`src/source/ex_pkg.sv`:
```
// widths, alu/branch/load encodings, queue depth and payload structs of the execute stage
package ex_pkg;

  ////////////////////
  // widths and depths
  ////////////////////
  localparam int XLEN        = 64;
  localparam int QUEUE_DEPTH = 4;
  localparam int CREDIT_W    = 3;   // holds 0 .. QUEUE_DEPTH
  localparam int PTR_W       = 2;   // queue index wraps on its own

  // operand b sources
  localparam logic [1:0] SRC_B_RS2   = 2'b00;
  localparam logic [1:0] SRC_B_IMM   = 2'b01;
  localparam logic [1:0] SRC_B_FOUR  = 2'b10;

  ////////////////////
  // encodings
  ////////////////////
  typedef enum logic [3:0] {
    ALU_ADD  = 4'd0,
    ALU_SUB  = 4'd1,
    ALU_AND  = 4'd2,
    ALU_OR   = 4'd3,
    ALU_XOR  = 4'd4,
    ALU_SLL  = 4'd5,
    ALU_SRL  = 4'd6,
    ALU_SRA  = 4'd7,
    ALU_SLT  = 4'd8,
    ALU_SLTU = 4'd9
  } alu_op_e;

  typedef enum logic [2:0] {
    BR_NONE = 3'b000,
    BR_JAL  = 3'b001,
    BR_JALR = 3'b010,
    BR_BEQ  = 3'b100,
    BR_BNE  = 3'b101,
    BR_BLT  = 3'b110,
    BR_BGE  = 3'b111
  } branch_e;

  typedef enum logic [2:0] {
    MEM_LB  = 3'b000,
    MEM_LBU = 3'b001,
    MEM_LH  = 3'b010,
    MEM_LHU = 3'b011,
    MEM_LW  = 3'b100,
    MEM_LWU = 3'b101,
    MEM_LD  = 3'b110
  } mem_op_e;

  ////////////////////
  // payloads
  ////////////////////
  // decoded instruction with operands already read
  typedef struct packed {
    logic [XLEN-1:0] rs1;
    logic [XLEN-1:0] rs2;
    logic [XLEN-1:0] imm;
    logic [XLEN-1:0] pc;
    logic [XLEN-1:0] rdata;     // load data comes with the op
    logic            alu_a_src; // 0 rs1, 1 pc
    logic [1:0]      alu_b_src;
    alu_op_e         alu_op;
    logic            word_cut;
    branch_e         branch;
    mem_op_e         mem_op;
    logic            mem_to_reg;
    logic            sel_csr;
    logic            csr_write;
    logic            is_ebreak;
    logic            is_invalid;
  } ex_op_t;

  // issued op as stored in the queue
  typedef struct packed {
    logic [XLEN-1:0] alu_result;
    logic [XLEN-1:0] alu_a;
    logic [XLEN-1:0] rs1;
    logic [XLEN-1:0] rs2;
    logic [XLEN-1:0] imm;
    logic [XLEN-1:0] pc;
    logic [XLEN-1:0] rdata;
    logic            zero;
    logic            less;
    branch_e         branch;
    mem_op_e         mem_op;
    logic            mem_to_reg;
    logic            sel_csr;
    logic            csr_write;
    logic            is_ebreak;
    logic            is_invalid;
  } ex_mid_t;

  typedef struct packed {
    logic [XLEN-1:0] next_pc;
    logic [XLEN-1:0] gpr_wdata;
    logic [XLEN-1:0] csr_wdata;
    logic            halt;
    logic            illegal;
  } ex_res_t;

endpackage

```
`src/source/ex_commit.sv`:
```
// commit block with next pc, load extension, write-back and csr select, output register
module ex_commit (
  input  logic             i_clk,
  input  logic             i_rst,
  input  logic             i_valid,
  input  ex_pkg::ex_mid_t  i_head,
  input  logic             i_res_ready,
  output logic             o_pop,
  output logic             o_res_valid,
  output ex_pkg::ex_res_t  o_res
);
  import ex_pkg::*;

  logic            add_imm;    // target offset is imm or 4
  logic            base_rs1;   // target base is rs1 or pc
  logic [XLEN-1:0] load_data;
  ex_res_t         res_next;

  // take the head when the output slot is free or leaving this cycle
  assign o_pop = i_valid & (~o_res_valid | i_res_ready);

  ////////////////////
  // next pc
  ////////////////////
  always_comb begin
    add_imm  = 1'b0;
    base_rs1 = 1'b0;
    case (i_head.branch)
      BR_JAL:  add_imm = 1'b1;
      BR_JALR: begin
        add_imm  = 1'b1;
        base_rs1 = 1'b1;
      end
      BR_BEQ:  add_imm = i_head.zero;
      BR_BNE:  add_imm = ~i_head.zero;
      BR_BLT:  add_imm = i_head.less;
      BR_BGE:  add_imm = ~i_head.less;
      default: add_imm = 1'b0;
    endcase
  end

  ////////////////////
  // load extension
  ////////////////////
  always_comb begin
    case (i_head.mem_op)
      MEM_LB:  load_data = {{56{i_head.rdata[7]}}, i_head.rdata[7:0]};
      MEM_LBU: load_data = {56'b0, i_head.rdata[7:0]};
      MEM_LH:  load_data = {{48{i_head.rdata[15]}}, i_head.rdata[15:0]};
      MEM_LHU: load_data = {48'b0, i_head.rdata[15:0]};
      MEM_LW:  load_data = {{32{i_head.rdata[31]}}, i_head.rdata[31:0]};
      MEM_LWU: load_data = {32'b0, i_head.rdata[31:0]};
      MEM_LD:  load_data = i_head.rdata;
      default: load_data = '0;
    endcase
  end

  always_comb begin
    res_next.next_pc   = (base_rs1 ? i_head.rs1 : i_head.pc)
                       + (add_imm ? i_head.imm : XLEN'(4));
    res_next.gpr_wdata = i_head.mem_to_reg ? load_data
                       : (i_head.sel_csr ? i_head.rs2 : i_head.alu_result);
    res_next.csr_wdata = i_head.csr_write ? i_head.alu_a : '0;
    res_next.halt      = i_head.is_ebreak;
    res_next.illegal   = i_head.is_invalid;
  end

  ////////////////////
  // output register
  ////////////////////
  always_ff @(posedge i_clk) begin
    if (i_rst) begin
      o_res_valid <= 1'b0;
    end else if (o_pop) begin
      o_res_valid <= 1'b1;
    end else if (i_res_ready) begin
      o_res_valid <= 1'b0;
    end
  end

  // holds while stalled
  always_ff @(posedge i_clk) begin
    if (o_pop) begin
      o_res <= res_next;
    end
  end

endmodule

```
`src/source/ex_issue.sv`:
```
// issue block with operand select, alu, branch flags, push register and credit counter
module ex_issue (
  input  logic             i_clk,
  input  logic             i_rst,
  input  logic             i_op_valid,
  input  ex_pkg::ex_op_t   i_op,
  input  logic             i_credit,
  output logic             o_op_ready,
  output logic             o_push,
  output ex_pkg::ex_mid_t  o_mid
);
  import ex_pkg::*;

  logic [CREDIT_W-1:0] credit_cnt;
  logic                accept;

  logic [XLEN-1:0]     alu_a;
  logic [XLEN-1:0]     alu_b;
  logic [5:0]          shamt;
  logic [31:0]         srl_word;
  logic [31:0]         sra_word;
  logic [XLEN-1:0]     sra_full;
  logic [XLEN-1:0]     alu_raw;
  logic [XLEN-1:0]     alu_result;

  assign o_op_ready = (credit_cnt != '0);
  assign accept     = i_op_valid & o_op_ready;

  ////////////////////
  // operands and alu
  ////////////////////
  assign alu_a = i_op.alu_a_src ? i_op.pc : i_op.rs1;

  always_comb begin
    case (i_op.alu_b_src)
      SRC_B_RS2:  alu_b = i_op.rs2;
      SRC_B_IMM:  alu_b = i_op.imm;
      SRC_B_FOUR: alu_b = XLEN'(4);
      default:    alu_b = '0;
    endcase
  end

  // word ops shift by 5 bits and see only the low word
  assign shamt    = i_op.word_cut ? {1'b0, alu_b[4:0]} : alu_b[5:0];
  assign srl_word = alu_a[31:0] >> shamt;
  assign sra_word = $signed(alu_a[31:0]) >>> shamt;
  assign sra_full = $signed(alu_a) >>> shamt;

  always_comb begin
    case (i_op.alu_op)
      ALU_ADD:  alu_raw = alu_a + alu_b;
      ALU_SUB:  alu_raw = alu_a - alu_b;
      ALU_AND:  alu_raw = alu_a & alu_b;
      ALU_OR:   alu_raw = alu_a | alu_b;
      ALU_XOR:  alu_raw = alu_a ^ alu_b;
      ALU_SLL:  alu_raw = alu_a << shamt;
      ALU_SRL:  alu_raw = i_op.word_cut ? {32'b0, srl_word} : alu_a >> shamt;
      ALU_SRA:  alu_raw = i_op.word_cut ? {32'b0, sra_word} : sra_full;
      ALU_SLT:  alu_raw = {{(XLEN-1){1'b0}}, $signed(alu_a) < $signed(alu_b)};
      ALU_SLTU: alu_raw = {{(XLEN-1){1'b0}}, alu_a < alu_b};
      default:  alu_raw = '0;
    endcase
  end

  assign alu_result = i_op.word_cut ? {{32{alu_raw[31]}}, alu_raw[31:0]} : alu_raw;

  ////////////////////
  // push register
  ////////////////////
  always_ff @(posedge i_clk) begin
    if (i_rst) begin
      o_push <= 1'b0;
    end else begin
      o_push <= accept;
    end
  end

  always_ff @(posedge i_clk) begin
    if (accept) begin
      o_mid.alu_result <= alu_result;
      o_mid.alu_a      <= alu_a;
      o_mid.rs1        <= i_op.rs1;
      o_mid.rs2        <= i_op.rs2;
      o_mid.imm        <= i_op.imm;
      o_mid.pc         <= i_op.pc;
      o_mid.rdata      <= i_op.rdata;
      o_mid.zero       <= (i_op.rs1 == i_op.rs2);
      o_mid.less       <= ($signed(i_op.rs1) < $signed(i_op.rs2));
      o_mid.branch     <= i_op.branch;
      o_mid.mem_op     <= i_op.mem_op;
      o_mid.mem_to_reg <= i_op.mem_to_reg;
      o_mid.sel_csr    <= i_op.sel_csr;
      o_mid.csr_write  <= i_op.csr_write;
      o_mid.is_ebreak  <= i_op.is_ebreak;
      o_mid.is_invalid <= i_op.is_invalid;
    end
  end

  // a credit is spent on accept, so the push register always has a slot waiting
  always_ff @(posedge i_clk) begin
    if (i_rst) begin
      credit_cnt <= CREDIT_W'(QUEUE_DEPTH);
    end else begin
      case ({accept, i_credit})
        2'b10:   credit_cnt <= credit_cnt - 1'b1;
        2'b01:   credit_cnt <= credit_cnt + 1'b1;
        default: credit_cnt <= credit_cnt;   // none or spend and return together
      endcase
    end
  end

endmodule

```
`src/source/ex_queue.sv`:
```
// issue queue fifo of issued ops with one credit pulse per pop
module ex_queue (
  input  logic             i_clk,
  input  logic             i_rst,
  input  logic             i_push,
  input  ex_pkg::ex_mid_t  i_mid,
  input  logic             i_pop,
  output logic             o_valid,
  output ex_pkg::ex_mid_t  o_head,
  output logic             o_credit
);
  import ex_pkg::*;

  ex_mid_t             mem [QUEUE_DEPTH];
  logic [PTR_W-1:0]    wr_ptr;
  logic [PTR_W-1:0]    rd_ptr;
  logic [CREDIT_W-1:0] count;
  logic                pop_en;

  assign o_valid = (count != '0);
  assign o_head  = mem[rd_ptr];
  assign pop_en  = i_pop & o_valid;

  // entry storage
  always_ff @(posedge i_clk) begin
    if (i_push) begin
      mem[wr_ptr] <= i_mid;
    end
  end

  always_ff @(posedge i_clk) begin
    if (i_rst) begin
      wr_ptr   <= '0;
      rd_ptr   <= '0;
      count    <= '0;
      o_credit <= 1'b0;
    end else begin
      o_credit <= pop_en;   // credit goes back a cycle after the pop
      if (i_push) begin
        wr_ptr <= wr_ptr + 1'b1;
      end
      if (pop_en) begin
        rd_ptr <= rd_ptr + 1'b1;
      end
      case ({i_push, pop_en})
        2'b10:   count <= count + 1'b1;
        2'b01:   count <= count - 1'b1;
        default: count <= count;
      endcase
    end
  end

endmodule

```
`src/source/ex_unit.sv`:
```
// execute unit top level with the issue, queue and commit blocks
module ex_unit (
  input  logic             i_clk,
  input  logic             i_rst,
  input  logic             i_op_valid,
  input  ex_pkg::ex_op_t   i_op,
  input  logic             i_res_ready,
  output logic             o_op_ready,
  output logic             o_res_valid,
  output ex_pkg::ex_res_t  o_res
);
  import ex_pkg::*;

  logic    push;
  ex_mid_t mid;
  logic    credit;
  logic    head_valid;
  ex_mid_t head;
  logic    pop;

  ex_issue u_issue (
    .i_clk      (i_clk),
    .i_rst      (i_rst),
    .i_op_valid (i_op_valid),
    .i_op       (i_op),
    .i_credit   (credit),
    .o_op_ready (o_op_ready),
    .o_push     (push),
    .o_mid      (mid)
  );

  ex_queue u_queue (
    .i_clk    (i_clk),
    .i_rst    (i_rst),
    .i_push   (push),
    .i_mid    (mid),
    .i_pop    (pop),
    .o_valid  (head_valid),
    .o_head   (head),
    .o_credit (credit)
  );

  ex_commit u_commit (
    .i_clk       (i_clk),
    .i_rst       (i_rst),
    .i_valid     (head_valid),
    .i_head      (head),
    .i_res_ready (i_res_ready),
    .o_pop       (pop),
    .o_res_valid (o_res_valid),
    .o_res       (o_res)
  );

endmodule

```
`config.mk`:
```
export PLATFORM = sky130hd
export DESIGN_NAME = ex_unit
export DESIGN_NICKNAME = d
export VERILOG_FILES = /design/src/source/ex_pkg.sv /design/src/source/ex_commit.sv /design/src/source/ex_issue.sv /design/src/source/ex_queue.sv /design/src/source/ex_unit.sv
export SDC_FILE = /design/constraint.sdc
export NUM_CORES = 2
export LEC_CHECK = 0
export ABC_AREA = 1
export ABC_CLOCK_PERIOD_IN_PS = 14050
export BUFFER_PORTS_ARGS = -buffer_cell sky130_fd_sc_hd__buf_2
export CELL_PAD_IN_SITES_DETAIL_PLACEMENT = 0
export CELL_PAD_IN_SITES_GLOBAL_PLACEMENT = 1
export CORE_AREA = 2 2 685 550
export DETAILED_ROUTE_END_ITERATION = 10
export DIE_AREA = 0 0 687 552
export PLACE_DENSITY = 0.55
export SETUP_SLACK_MARGIN = 0.15
export SKIP_LAST_GASP = 1
export SLEW_MARGIN = 0
export SYNTH_ARGS = -nofsm -noshare
export SYNTH_HDL_FRONTEND = slang
export SYNTH_SLANG_ARGS = --single-unit
```
`constraint.sdc`:
```
create_clock -name i_clk -period 14.05 [get_ports i_clk]
set_input_delay 0.7025 -clock i_clk [delete_from_list [all_inputs] [get_ports i_clk]]
set_output_delay 0.7025 -clock i_clk [all_outputs]
set_load 0.01 [all_outputs]
```
==> results.json <==
{
  "wl_per_cell_um": 33.95,
  "finalSetupViolCount": 0,
  "gr-total-overflow": 0,
  "grt_use_total_pct": 30.84,
  "htree_levels": 5,
  "cp_slowest_cell": "o21ai_0",
  "num_vias": 100200,
  "yosys.cell_types.count": 75,
  "critical_path.max_fanout": 116,
  "min_path_type": "primary input to flip-flop",
  "clk_latency_ns": 0.94,
  "fillers": 37120,
  "post_cts_buffers": 0,
  "yosysSeqAreaShare_pct": 61.53,
  "comb_power_share_pct": 39.8,
  "drtAntennaViolNets": 0,
  "worst-path-buf-inv": 7,
  "place.gp.congestion": 1.020,
  "critPathMaxStageDelay_ns": 0.90,
  "drc": 0,
  "worst-setup-path-type": "flip-flop to flip-flop",
  "dieHeight_um": 552,
  "cts_buffer_depth": 4,
  "worst_pin_slew_ns": 1.375,
  "antenna_found_initial": 98,
  "worstRegToRegCells": 19,
  "synth.avg_cell_area_um2": 10.11,
  "clk_pin_slew_ns": 0.06,
  "layout.nets": 13280,
  "hold_viol_final": 0,
  "rsz0062_at_grt": "no",
  "synth_area_um2": 122500,
  "p_clk_share_pct": 24.2,
  "critical_path_depth": 19,
  "power.leakage_uw": 0.05248,
  "synth_edf_count": 2499,
  "grt_pass1_vias": 94030,
  "seq_power_share_pct": 36.0,
  "drv_cap": 0,
  "drtIter0Drc": 12630,
  "cts_buffers": 274,
  "cpLargestDelayFamily": "buffers and inverters",
  "slew_headroom_pct": 8.335,
  "path_common_cell": "a21oi_1",
  "p_per_area_nw_per_um2": 205.0,
  "num_rows": 201,
  "cp-start-kind": "flip-flop",
  "post-route-min-period_ns": 7.517,
  "ir_drop_v": 0.0001733,
  "syn2layout_area_growth_pct": 14.52,
  "drtPass1Iterations": 9,
  "synthFlopType": "edfxtp_1",
  "period_share_pct": 53.50,
  "grt_pass1_wl_um": 808500,
  "netSwitchingFraction_pct": 42.28,
  "worstHoldPathCells": 1,
  "required_ns": 14.70,
  "p_int_uw": 16590,
  "die_w_um": 687,
  "port_buffers": 538,
  "root_buffer": "clkbuf_16",
  "ys_seq_elements": 2514,
  "outcome": "complete, no violations",
  "setup-tns-final_ns": 0,
  "switchingPower_uw": 12150,
  "async_reset_ff_share_pct": 0,
  "cts_tree": "done",
  "post-dp-hpwl_um": 459200,
  "timing.hold.ws_ns": 0.05668,
  "cp-end-kind": "flip-flop",
  "start_util_pct": 32.81,
  "grt_start_max_net_pins": 159,
  "via_per_inst": 5.620,
  "routed_wl_um": 605600,
  "fmaxAchievable_ghz": 0.1330,
  "crit_chain": "inv_8 -> buf_4 -> buf_4 -> buf_4 -> buf_12 -> a21oi_1 -> a32o_1 -> o21ai_0 -> ha_1 -> a21oi_1 -> o21ai_0 -> a21oi_1 -> inv_1 -> a21oi_1 -> o21ai_0 -> buf_4 -> a21oi_1 -> o21ai_0 -> xor2_1",
  "maxSlewViolCount": 0,
  "clock_sinks": 2514,
  "syn-num-nets": 12790,
  "synth_warnings": 0,
  "drive_gt1_share_pct": 9.771,
  "num_io_pins": 539,
  "finClkSkew_ns": 0.1057,
  "synthCells": 12110,
  "cp.arrival_ns": 8.16,
  "dieArea_um2": 379200,
  "coreArea_um2": 373200
}
-- layout make-up --
cell class              count  area, um^2  share of cell area, %
flip-flops and latches   2514       75350                  53.73
well taps                4973        6222                  4.437
clock inverters           147        1343                 0.9573
repair buffers            852        5474                  3.903
clock buffers             334        7124                  5.080
inverters                 934        3581                  2.553
diodes                     59       147.6                 0.1053
multi-input cells        8022       41000                  29.23
-- cells by family after synthesis --
kind of cell	after synthesis	synth area share (%)
compound gates	2755	12.83
xor+xnor	63	0.4506
fa+ha+maj	337	3.474
buf+inv	1571	5.208
flops	2514	61.53
mux	1	0.008174
simple gates	4866	16.51
-- power groups by stage --
stage	clock, uW	sequential, uW	combinational, uW
detailed placement	0	10500	11300
finish	6960	10300	11400
CTS	7110	10400	11400
floorplan	0	10700	6210
global placement	0	10500	11400
global route	7370	10400	12300
-- metal layers --
layer | global-route usage (%) | wire, um | vias to the layer above
met5 | 0 | 366 | -
met4 | 11.27 | 24550 | 18
met3 | 5.959 | 50830 | 662
met2 | 44.77 | 255000 | 4691
met1 | 45.49 | 274800 | 50970
li1 | - | - | 43900
-- cells in the mapped netlist (6+ instances only) --
library cell,number,area [um^2]
a211oi_1,8,60.06
a21boi_0,13,97.59
a21o_1,28,210.2
a21oi_1,815,4079
a221o_1,63,630.6
a221oi_1,29,254.0
a31o_2,6,52.55
a31oi_1,30,187.7
a32o_1,86,860.8
buf_1,76,285.3
buf_2,143,715.7
buf_4,32,240.2
buf_6,14,157.7
clkbuf_1,361,1355
clkbuf_2,6,30.03
dfxtp_1,15,300.3
edfxtp_1,2499,75040
ha_1,332,4154
inv_1,914,3431
inv_2,13,48.80
nand2_1,2144,8048
nand2_2,45,281.5
nand3_1,1038,5195
nand3_2,6,60.06
nand3b_1,9,67.56
nand4_1,85,531.8
nor2_1,1439,5401
nor3_1,52,260.3
nor4_1,16,100.1
o211ai_1,33,247.7
o21a_1,34,255.2
o21ai_0,1180,5906
o21ai_1,54,270.3
o21ai_2,6,52.55
o21bai_1,27,202.7
o221ai_1,28,245.2
o22ai_1,282,1764
or2_2,9,56.30
xnor2_1,19,166.4
xor2_1,44,385.4
-- repair_timing --
action                                 CTS  global route
gates resized for setup                  0             0
endpoints found under the hold margin  128             0
hold buffers                           128             0
-- per-stage QoR --
step	util, %	cell area, um^2	cells	worst slack (ns)	power [uW]
finish	37.58	140200	17840	6.533	28740
global route	37.54	140100	17790	6.161	30080
CTS	37.54	140100	17780	6.651	28870
floorplan	-	122500	12110	0.7324	16960
global placement	34.92	130300	17170	6.683	21840
detailed placement	34.92	130300	17170	6.680	21840
-- final timing paths --
path / start / endpoint / slack [ns]
worst max-delay path: flip-flop / u_commit.o_res[173] / 6.53
worst min-delay path: i_op[39] / u_issue.o_mid[33] / 0.06
worst max register to register: flip-flop / u_commit.o_res[173] / 6.53
worst min register to register: u_issue.o_mid[219] / u_queue.mem[2][219] / 0.42
-- cell usage in the layout (no fill, tap or decap), types with 12 or more instances in the layout --
cell / n
o21ai_1: 34
a21o_1: 28
clkbuf_1: 58
o21ai_2: 28
nand2_1: 2142
o21bai_1: 27
buf_4: 177
clkinv_1: 54
diode_2: 59
a21boi_0: 13
nor4_1: 16
clkinv_2: 46
a21oi_1: 814
edfxtp_1: 2499
inv_1: 906
dfxtp_1: 13
nand3_1: 1037
o21ai_0: 1177
bufinv_16: 12
o221ai_1: 28
a32o_1: 86
nor2_1: 1433
nor3_1: 50
xor2_1: 43
o22ai_1: 281
a221oi_1: 29
nand2_2: 44
o21a_1: 34
dlygate4sd3_1: 128
ha_1: 332
clkbuf_16: 276
buf_2: 538
a221o_1: 63
nand4_1: 85
a31oi_1: 29
o211ai_1: 33
xnor2_1: 19
-- sequential cells by signal, summed over array words and instances (netlist names), named ones only --
name,flops
u_issue.o_push,1
u_issue.credit_cnt,3
u_queue.wr_ptr,2
u_queue.o_credit,1
u_queue.rd_ptr,2
u_commit.o_res_valid,1
u_queue.count,3
u_issue.o_mid,461
u_commit.o_res,194
u_queue.mem,1844
(Power assumes the default switching activity.)
